[src/hdl/j4_pkg.sv]
`default_nettype none

package j4_pkg;

  localparam int word_width = 16;  // data word, default for WIDTH
  localparam int num_slots  = 4;   // hardware threads sharing the pipe

  typedef logic [15:0] insn_t;
  typedef logic [12:0] pc_t;       // word address into code ram
  typedef logic [1:0]  slot_t;     // thread number, steps in gray order

  // class codes from insn[15:13]
  // every word with bit 15 set is a literal, so cls_lit stands for 1xx
  localparam logic [2:0] cls_jmp  = 3'b000;
  localparam logic [2:0] cls_zbr  = 3'b001;  // 0branch
  localparam logic [2:0] cls_call = 3'b010;
  localparam logic [2:0] cls_alu  = 3'b011;
  localparam logic [2:0] cls_lit  = 3'b100;

  // st0 operations, insn[11:8] of an alu word
  localparam logic [3:0] op_t     = 4'd0;
  localparam logic [3:0] op_n     = 4'd1;
  localparam logic [3:0] op_add   = 4'd2;
  localparam logic [3:0] op_and   = 4'd3;
  localparam logic [3:0] op_or    = 4'd4;
  localparam logic [3:0] op_xor   = 4'd5;
  localparam logic [3:0] op_inv   = 4'd6;
  localparam logic [3:0] op_eq    = 4'd7;
  localparam logic [3:0] op_lt    = 4'd8;   // signed
  localparam logic [3:0] op_sra   = 4'd9;
  localparam logic [3:0] op_shl   = 4'd10;
  localparam logic [3:0] op_r     = 4'd11;
  localparam logic [3:0] op_mem   = 4'd12;  // data ram read, one turn late
  localparam logic [3:0] op_io    = 4'd13;  // io read, one turn late
  localparam logic [3:0] op_depth = 4'd14;
  localparam logic [3:0] op_ult   = 4'd15;

  // side functions, insn[6:4] of an alu word
  localparam logic [2:0] fn_t_n   = 3'd1;
  localparam logic [2:0] fn_t_r   = 3'd2;
  localparam logic [2:0] fn_mem_w = 3'd3;
  localparam logic [2:0] fn_io_w  = 3'd4;
  localparam logic [2:0] fn_io_r  = 3'd5;

  localparam int ret_bit = 7;  // alu word returns through rst0

  // next pc source, decode to core
  localparam logic [1:0] pc_sel_inc    = 2'd0;
  localparam logic [1:0] pc_sel_target = 2'd1;
  localparam logic [1:0] pc_sel_ret    = 2'd2;
  localparam logic [1:0] pc_sel_zero   = 2'd3;

  function automatic logic [2:0] insn_class(insn_t insn);
    return insn[15] ? cls_lit : insn[15:13];
  endfunction

  // 00 -> 01 -> 11 -> 10 -> 00
  function automatic slot_t gray_next(slot_t s);
    return {s[0], ~s[1]};
  endfunction

endpackage

`default_nettype wire

[src/hdl/j4_decode.sv]
`timescale 1ns/1ps
`default_nettype none

module j4_decode (
  input  j4_pkg::insn_t insn,             // instruction of the slot now executing
  input  logic          reboot,           // slot restarts at 0 this turn
  input  logic          st0_zero,         // flag for 0branch
  output logic          dstk_we,
  output logic          rstk_we,
  output logic [1:0]    dsp_delta,        // 01 push, 11 pop, 10 pop two
  output logic [1:0]    rsp_delta,
  output logic [1:0]    pc_sel,
  output logic          push_return_addr, // rstack takes pc+1 rather than st0
  output logic          mem_wr,
  output logic          io_wr,
  output logic          io_rd
);
  import j4_pkg::*;

  logic [2:0] cls;
  logic [2:0] fn;

  assign cls = insn_class(insn);
  assign fn  = insn[6:4];
  assign push_return_addr = (cls == cls_call);  // only read when rstk_we is set

  always_comb begin
    dstk_we   = 1'b0;
    rstk_we   = 1'b0;
    dsp_delta = 2'b00;
    rsp_delta = 2'b00;
    pc_sel    = pc_sel_inc;
    mem_wr    = 1'b0;
    io_wr     = 1'b0;
    io_rd     = 1'b0;
    if (reboot) begin
      pc_sel = pc_sel_zero;  // whole turn is a nop that lands at 0
    end else begin
      case (cls)
        cls_lit: begin
          dstk_we   = 1'b1;  // old st0 goes under the literal
          dsp_delta = 2'b01;
        end
        cls_jmp: pc_sel = pc_sel_target;
        cls_zbr: begin
          dsp_delta = 2'b11;  // flag consumed, taken or not
          if (st0_zero)
            pc_sel = pc_sel_target;
        end
        cls_call: begin
          rstk_we   = 1'b1;  // return address pushed
          rsp_delta = 2'b01;
          pc_sel    = pc_sel_target;
        end
        cls_alu: begin
          dstk_we   = (fn == fn_t_n);
          dsp_delta = insn[1:0];
          rstk_we   = (fn == fn_t_r);
          rsp_delta = insn[3:2];
          if (insn[ret_bit])
            pc_sel = pc_sel_ret;
          mem_wr = (fn == fn_mem_w);  // st1 stored at st0
          io_wr  = (fn == fn_io_w);
          io_rd  = (fn == fn_io_r);   // data comes back on the next turn
        end
        default: ;  // no other codes come out of insn_class
      endcase
    end
  end

endmodule

`default_nettype wire

[src/hdl/j4_alu.sv]
`timescale 1ns/1ps
`default_nettype none

module j4_alu #(
  parameter int WIDTH = j4_pkg::word_width
) (
  input  j4_pkg::insn_t    insn,
  input  logic [WIDTH-1:0] st0,
  input  logic [WIDTH-1:0] st1,
  input  logic [WIDTH-1:0] rst0,
  input  logic [WIDTH-1:0] rd_data,  // io or ram word, already lined up with this slot
  input  logic [4:0]       dsp,
  output logic [WIDTH-1:0] st0_next
);
  import j4_pkg::*;

  always_comb begin
    st0_next = st0;
    case (insn_class(insn))
      cls_lit:  st0_next = WIDTH'(insn[14:0]);  // zero extended
      cls_zbr:  st0_next = st1;                 // flag popped
      cls_jmp,
      cls_call: st0_next = st0;
      cls_alu: begin
        case (insn[11:8])  // bit 12 unused
          op_t:     st0_next = st0;
          op_n:     st0_next = st1;
          op_add:   st0_next = st0 + st1;
          op_and:   st0_next = st0 & st1;
          op_or:    st0_next = st0 | st1;
          op_xor:   st0_next = st0 ^ st1;
          op_inv:   st0_next = ~st0;
          op_eq:    st0_next = {WIDTH{st1 == st0}};
          op_lt:    st0_next = {WIDTH{$signed(st1) < $signed(st0)}};
          op_sra:   st0_next = {st0[WIDTH-1], st0[WIDTH-1:1]};  // sign kept
          op_shl:   st0_next = {st0[WIDTH-2:0], 1'b0};
          op_r:     st0_next = rst0;
          op_mem:   st0_next = rd_data;
          op_io:    st0_next = rd_data;  // j4a picks io or ram word for us
          op_depth: st0_next = WIDTH'(dsp);
          op_ult:   st0_next = {WIDTH{st1 < st0}};
          default:  st0_next = st0;
        endcase
      end
      default: st0_next = st0;
    endcase
  end

endmodule

`default_nettype wire

[src/hdl/stack2pipe4.sv]
`timescale 1ns/1ps
`default_nettype none

module stack2pipe4 #(
  parameter int  DEPTH   = 16,
  parameter type stack_t = logic [15:0]
) (
  input  logic          clk,
  input  j4_pkg::slot_t slot,   // slot executing this cycle
  input  logic          we,
  input  logic [1:0]    delta,  // signed step of the pointer
  input  stack_t        wd,
  output stack_t        rd      // top of next for the slot whose turn comes next
);
  import j4_pkg::*;

  localparam int ptr_w = $clog2(DEPTH);

  typedef logic [ptr_w-1:0] ptr_t;

  stack_t mem [num_slots][DEPTH];  // one circular stack per slot
  ptr_t   sp [num_slots];
  slot_t  slot_n;
  ptr_t   sp_next;

  // circular step, DEPTH need not be a power of two
  function automatic ptr_t step(ptr_t p, logic [1:0] d);
    int t;
    t = int'(p) + DEPTH + int'($signed(d));
    return ptr_t'(t % DEPTH);
  endfunction

  assign slot_n  = gray_next(slot);
  assign sp_next = step(sp[slot], delta);

  always_ff @(posedge clk) begin
    if (we)
      mem[slot][sp_next] <= wd;   // push lands on the new top
    sp[slot] <= sp_next;
    rd <= mem[slot_n][sp[slot_n]];  // other slot, untouched by this write
  end

endmodule

`default_nettype wire

[src/hdl/j4.sv]
`timescale 1ns/1ps
`default_nettype none

module j4 #(
  parameter int WIDTH = j4_pkg::word_width
) (
  input  logic             clk,
  input  logic             resetq,
  input  j4_pkg::insn_t    insn,          // code ram word, one cycle after code_addr
  output j4_pkg::pc_t      code_addr,
  input  logic [WIDTH-1:0] rd_data,       // io/ram word of the previous slot
  output logic [15:0]      mem_addr,
  output logic             mem_wr,
  output logic             io_wr,
  output logic             io_rd,
  output logic [WIDTH-1:0] dout,
  output j4_pkg::slot_t    io_slot,
  input  logic [3:0]       kill_slot_rq
);
  import j4_pkg::*;

  slot_t                slot;
  slot_t                slot_n;
  logic                 reboot;     // set one cycle ahead of the target slot
  logic [num_slots-1:0] kill_slot;  // pending kills, cleared on the slot's turn

  pc_t              pc;
  pc_t              pc_n;
  pc_t              pc_plus_1;
  pc_t              pc_d [3];  // round trip is 3 stages plus pc itself
  logic [4:0]       dsp;
  logic [4:0]       dsp_n;
  logic [4:0]       dsp_d [3];
  logic [WIDTH-1:0] st0;
  logic [WIDTH-1:0] st0_n;
  logic [WIDTH-1:0] alu_out;
  logic [WIDTH-1:0] st0_d [3];

  insn_t            insn_now;
  logic [WIDTH-1:0] rd_d [3];
  logic [WIDTH-1:0] st1;
  logic [15:0]      rst0;
  logic [15:0]      rstk_wd;

  logic       dstk_we;
  logic       rstk_we;
  logic       push_return_addr;
  logic [1:0] dsp_delta;
  logic [1:0] rsp_delta;
  logic [1:0] pc_sel;

  assign slot_n    = gray_next(slot);
  assign pc_plus_1 = pc + 13'd1;
  assign code_addr = pc_d[1];  // two turns ahead, insn_now adds the last cycle
  assign mem_addr  = 16'(st0);
  assign dout      = st1;
  assign io_slot   = slot;
  assign rstk_wd   = push_return_addr ? {2'b00, pc_plus_1, 1'b0} : 16'(st0);  // byte addr

  j4_decode decode (
    .insn(insn_now), .reboot(reboot), .st0_zero(st0 == '0),
    .dstk_we(dstk_we), .rstk_we(rstk_we),
    .dsp_delta(dsp_delta), .rsp_delta(rsp_delta),
    .pc_sel(pc_sel), .push_return_addr(push_return_addr),
    .mem_wr(mem_wr), .io_wr(io_wr), .io_rd(io_rd)
  );

  j4_alu #(.WIDTH(WIDTH)) alu (
    .insn(insn_now), .st0(st0), .st1(st1), .rst0(WIDTH'(rst0)),
    .rd_data(rd_d[2]), .dsp(dsp), .st0_next(alu_out)
  );

  stack2pipe4 #(.DEPTH(16), .stack_t(logic [WIDTH-1:0])) dstack (
    .clk(clk), .slot(slot), .we(dstk_we), .delta(dsp_delta), .wd(st0), .rd(st1)
  );

  stack2pipe4 #(.DEPTH(19), .stack_t(logic [15:0])) rstack (
    .clk(clk), .slot(slot), .we(rstk_we), .delta(rsp_delta), .wd(rstk_wd), .rd(rst0)
  );

  always_comb begin
    case (pc_sel)
      pc_sel_zero:   pc_n = '0;
      pc_sel_target: pc_n = insn_now[12:0];
      pc_sel_ret:    pc_n = rst0[13:1];  // rstack holds even byte addresses
      default:       pc_n = pc_plus_1;
    endcase
  end

  assign dsp_n = reboot ? 5'd0 : dsp + {{3{dsp_delta[1]}}, dsp_delta};  // empty after kill
  assign st0_n = reboot ? '0 : alu_out;

  // per-slot state waits here until its slot comes round
  always_ff @(posedge clk) begin
    insn_now <= insn;
    pc_d[0]  <= pc_n;
    pc_d[1]  <= pc_d[0];
    pc_d[2]  <= pc_d[1];
    dsp_d[0] <= dsp_n;
    dsp_d[1] <= dsp_d[0];
    dsp_d[2] <= dsp_d[1];
    st0_d[0] <= st0_n;
    st0_d[1] <= st0_d[0];
    st0_d[2] <= st0_d[1];
    rd_d[0]  <= rd_data;  // rd_data is one cycle behind its slot, so 3 more
    rd_d[1]  <= rd_d[0];
    rd_d[2]  <= rd_d[1];
  end

  always_ff @(posedge clk) begin
    if (!resetq) begin
      slot      <= '0;
      reboot    <= 1'b1;
      kill_slot <= '1;  // every slot comes up through a reboot turn
      pc        <= '0;
      dsp       <= '0;
      st0       <= '0;
    end else begin
      slot   <= slot_n;
      reboot <= kill_slot[slot_n] | kill_slot_rq[slot_n];  // look at the next slot
      for (int i = 0; i < num_slots; i++) begin
        if (kill_slot_rq[i])
          kill_slot[i] <= 1'b1;
        else if (slot == slot_t'(i))
          kill_slot[i] <= 1'b0;  // its reboot turn is this one
      end
      pc  <= pc_d[2];
      dsp <= dsp_d[2];
      st0 <= st0_d[2];
    end
  end

endmodule

`default_nettype wire

[config.mk]
export PLATFORM = sky130hd
export DESIGN_NAME = j4
export DESIGN_NICKNAME = d
export VERILOG_FILES = /design/src/hdl/j4_pkg.sv /design/src/hdl/j4_decode.sv /design/src/hdl/j4_alu.sv /design/src/hdl/stack2pipe4.sv /design/src/hdl/j4.sv
export SDC_FILE = /design/constraint.sdc
export NUM_CORES = 2
export LEC_CHECK = 0
export ABC_AREA = 1
export BUFFER_PORTS_ARGS = -buffer_cell sky130_fd_sc_hd__buf_2
export CAP_MARGIN = 15
export CELL_PAD_IN_SITES_DETAIL_PLACEMENT = 0
export CELL_PAD_IN_SITES_GLOBAL_PLACEMENT = 2
export CORE_ASPECT_RATIO = 0.7
export CORE_MARGIN = 8
export CORE_UTILIZATION = 48
export DETAILED_ROUTE_END_ITERATION = 10
export GPL_ROUTABILITY_DRIVEN = 0
export HOLD_SLACK_MARGIN = 0.12
export PLACE_DENSITY = 0.93
export SYNTH_ARGS = -nofsm -noshare
export SYNTH_HDL_FRONTEND = slang
export SYNTH_HIERARCHICAL = 1
export SYNTH_SLANG_ARGS = --single-unit
[constraint.sdc]
create_clock -name clk -period 25 [get_ports clk]
set_clock_uncertainty 0.2 [all_clocks]
set_input_delay 5 -clock clk [delete_from_list [all_inputs] [get_ports clk]]
set_output_delay 5 -clock clk [all_outputs]
set_load 0.02 [all_outputs]
==> key figures <==
Outcome
  – Outcome: finished clean

Timing
  – Tmin final: 9.94 ns
  – Final WS setup: 15.06 ns
  – Setup violations, final: 0
  – FMAX: 0.101 GHz
  – Least-Margin Pin Slew: 1.23 ns
  – Final total negative setup slack: 0 ns
  – RSZ-0062 raised after global routing: no
  – Tcrit/Tclk final: 39.8%
  – Final Hold Viols: 0
  – Max Slew Vio Count: 0
  – Worst rel slew slack: 18.3%

Synthesis
  – Yosys top cell by area: edfxtp_1
  – Mux share of post-synthesis cell area: 0%
  – Post-synth EDFFs: 2276
  – Cells after Synth: 8291
  – Share of the synthesized area in the top cell type: 68.0%
  – Post-synthesis compound-gate area fraction: 4.50%
  – Async set-or-reset flop fraction in the synthesized netlist: 0%
  – #FFs+latches synth: 2515
  – Yosys cell types: 55
  – Ys flop type: edfxtp_1
  – Simple-Gate Fraction of Synth Area: 18.5%
  – Synth warnings: 6
  – Top area cells in the synthesized netlist: edfxtp_1 (68%), nand2_1 (8.7%), nand3_1 (5.1%)
  – Synth Area in Adders: 0.927%
  – Syn nets: 8401
  – Synthesized area: 100000 um2
  – Xor-xnor portion of the synthesized cell area: 0.158%
  – Largest family of logic cells by synthesized area: simple AND/OR/NAND/NOR gates
  – Mean post-synth cell area: 12.1 um2
  – Seq/Total Area, Yosys: 72.8%

Drt
  – Antenna viol nets, final: 0
  – Post-route DRC: 0
  – DR pass1 iterations: 9
  – Post-Route WL: 304 mm
  – Routed WL per cell: 26.7 um
  – Routed vias: 67983
  – DRT iter0 DRCs: 10398
  – Vias per cell: 5.98

Layout
  – Fill cells: 17206
  – Commonest non-fill, non-tap cell in the layout: nand2_1
  – Layout cell share with drive strength beyond 1: 9.29%
  – Area grow syn2layout: 11.4%
  – Most frequent cells in the layout: nand2_1 (2323), edfxtp_1 (2276), nand3_1 (1015), nor2_1 (546), nand4_1 (303)
  – Nets: 8514

Place
  – DP Worst Slack: 14.87 ns
  – HPWL Detailed: 189 mm
  – IO Port Bufs: 87

Worst setup path
  – Kind of end point of the critical path: register
  – CP dominant cell by count: nand2_1
  – CP arrival: 10.36 ns
  – Startpoint Class: register
  – Critical path class: reg -> reg
  – CP required: 25.42 ns
  – Critical path's largest stage delay: 0.76 ns
  – Largest fanout on the critical path: 56
  – Crit-path slowest cell: nor2_1

Power and ir drop
  – PwrDens: 88.6 nW/um2
  – Flop pwr share: 47.6%
  – P_leak: 41.3 nW
  – Comb power frac: 17.3%
  – Sw Share: 29.4%
  – Worst VDD drop: 0.0757 mV
  – Int Power: 7.00 mW
  – Clock Power Share: 35.1%
  – Switch Pwr: 2.92 mW

Floorplanning
  – CORE AREA: 208000 um2
  – Die area: 224000 um2
  – Num ports: 88
  – Die Wd: 563 um
  – Die Span Y: 399 um
  – Initial core utilization: 48.3%
  – Row count: 140

Global route
  – All-Layer GR Usage: 26.2%
  – Vias in the first global route: 62188
  – Initial antenna violation count: 20
  – Largest net degree at the start of global routing: 153
  – First-pass GRT wire length: 435 mm
  – Total grt overflow: 0

Clock tree
  – TritonCTS clock tree: yes
  – CTS root buffer: clkbuf_16
  – H-tree depth: 4
  – Clk sink count: 2515
  – Clk buf depth: 4
  – Post-CTS setup buffer count: 0
  – Post-cts resize count: 0
  – Worst-skew pair later-pin latency: 0.92 ns
  – Num CTS Buffers: 233
  – Reg clk slew, reported paths: 0.06 ns
  – Hold-fix buffer count after cts: 1

Run
  – MaxCap Viol Count: 0

Min path
  – Worst Hold Class: reg -> reg
[layer usage]
metal	track usage, %	share of wire, %	up-vias
met5	0	0.021	-
met4	5.39	2.1	10
met3	9.48	15	439
met2	35.6	40	4210
met1	40.2	43	33434
li1	-	-	29890
[kinds of logic after synthesis]
| family | count (synthesis) |
|---|---|
| and+or+nand+nor | 4302 |
| DFF | 2515 |
| buffers and inverters | 751 |
| AOI/OAI and AO/OA | 635 |
| adders and majority gates | 72 |
| xor gates and xnor gates | 16 |
[through the flow]
step / cell area [um2] / std cells / hold WS (ns) / power, mW / util [%]
finish: 112000 / 11360 / 0.127 / 9.92 / 53.8
global placement: 104000 / 10910 / 0.110 / 6.43 / 50.2
global route: 112000 / 11360 / 0.125 / 10.2 / 53.8
floorplan: 100000 / 8291 / 0.110 / 5.80 / -
CTS: 112000 / 11340 / 0.125 / 9.88 / 53.7
detailed placement: 104000 / 10918 / 0.112 / 6.44 / 50.2
[layout make-up]
cell class | instances | area [um2] | area share [%]
clock inverter | 109 | 1050 | 0.938
multi-input combinational | 5025 | 24300 | 21.7
clock buffer | 312 | 6280 | 5.61
tap | 2769 | 3460 | 3.10
antenna | 1 | 2.50 | 0.00224
timing repair buffer | 339 | 2470 | 2.20
inverter | 290 | 1110 | 0.994
sequential | 2515 | 73200 | 65.4
[worst max-delay path: cells and delay by family, from the launching register on]
family	cells	cell delay, ns
adders and majority gates	4	0.98
and+or+nand+nor	25	4.74
xor gates and xnor gates	2	0.38
AOI/OAI and AO/OA	4	0.78
DFF	1	0.51
buffers and inverters	10	2.03
[sequential cells by signal, summed over array words and instances, names as in the netlist]
name,cells
rstack/mem,1216
dstack/mem,1024
rd_d,48
st0_d,48
pc_d,39
rstack/sp,20
dstack/rd,16
dstack/sp,16
insn_now,16
mem_addr,16
rstack/rd,16
dsp_d,15
pc,13
dsp,5
kill_slot,4
io_slot,2
reboot,1
[synth_stat cells (all sizes together) (4+ instances only)]
master	count
a211oi	5
a21oi	52
a221oi	49
a22o	41
a22oi	283
a31oi	28
a32o	23
a32oi	9
buf	236
clkbuf	225
dfxtp	239
edfxtp	2276
fa	4
ha	68
inv	289
nand2	2358
nand3	1032
nand3b	4
nand4	303
nor2	582
nor3	11
nor4	6
o211ai	5
o21ai	89
o22ai	43
or2	5
xnor2	5
xor2	11
[path summary, 6_finish.rpt]
path,start,end,slack [ns],cells after the start
max,io_slot[1],rstack/mem[1][156],15.06,45
min,rd_d[0][30],rd_d[0][46],0.13,0
max reg2reg,io_slot[1],rstack/mem[1][156],15.06,45
min reg2reg,rd_d[0][30],rd_d[0][46],0.13,0
[power groups by stage]
stage	registers (mW)	logic, mW	clock network (mW)
after floorplan	4.78	1.02	0
after global placement	4.80	1.63	0
after detailed placement	4.80	1.64	0
after CTS	4.71	1.65	3.52
after global routing	4.72	1.81	3.67
final	4.72	1.72	3.48
Note: power is estimated with default switching activity, not from simulation.
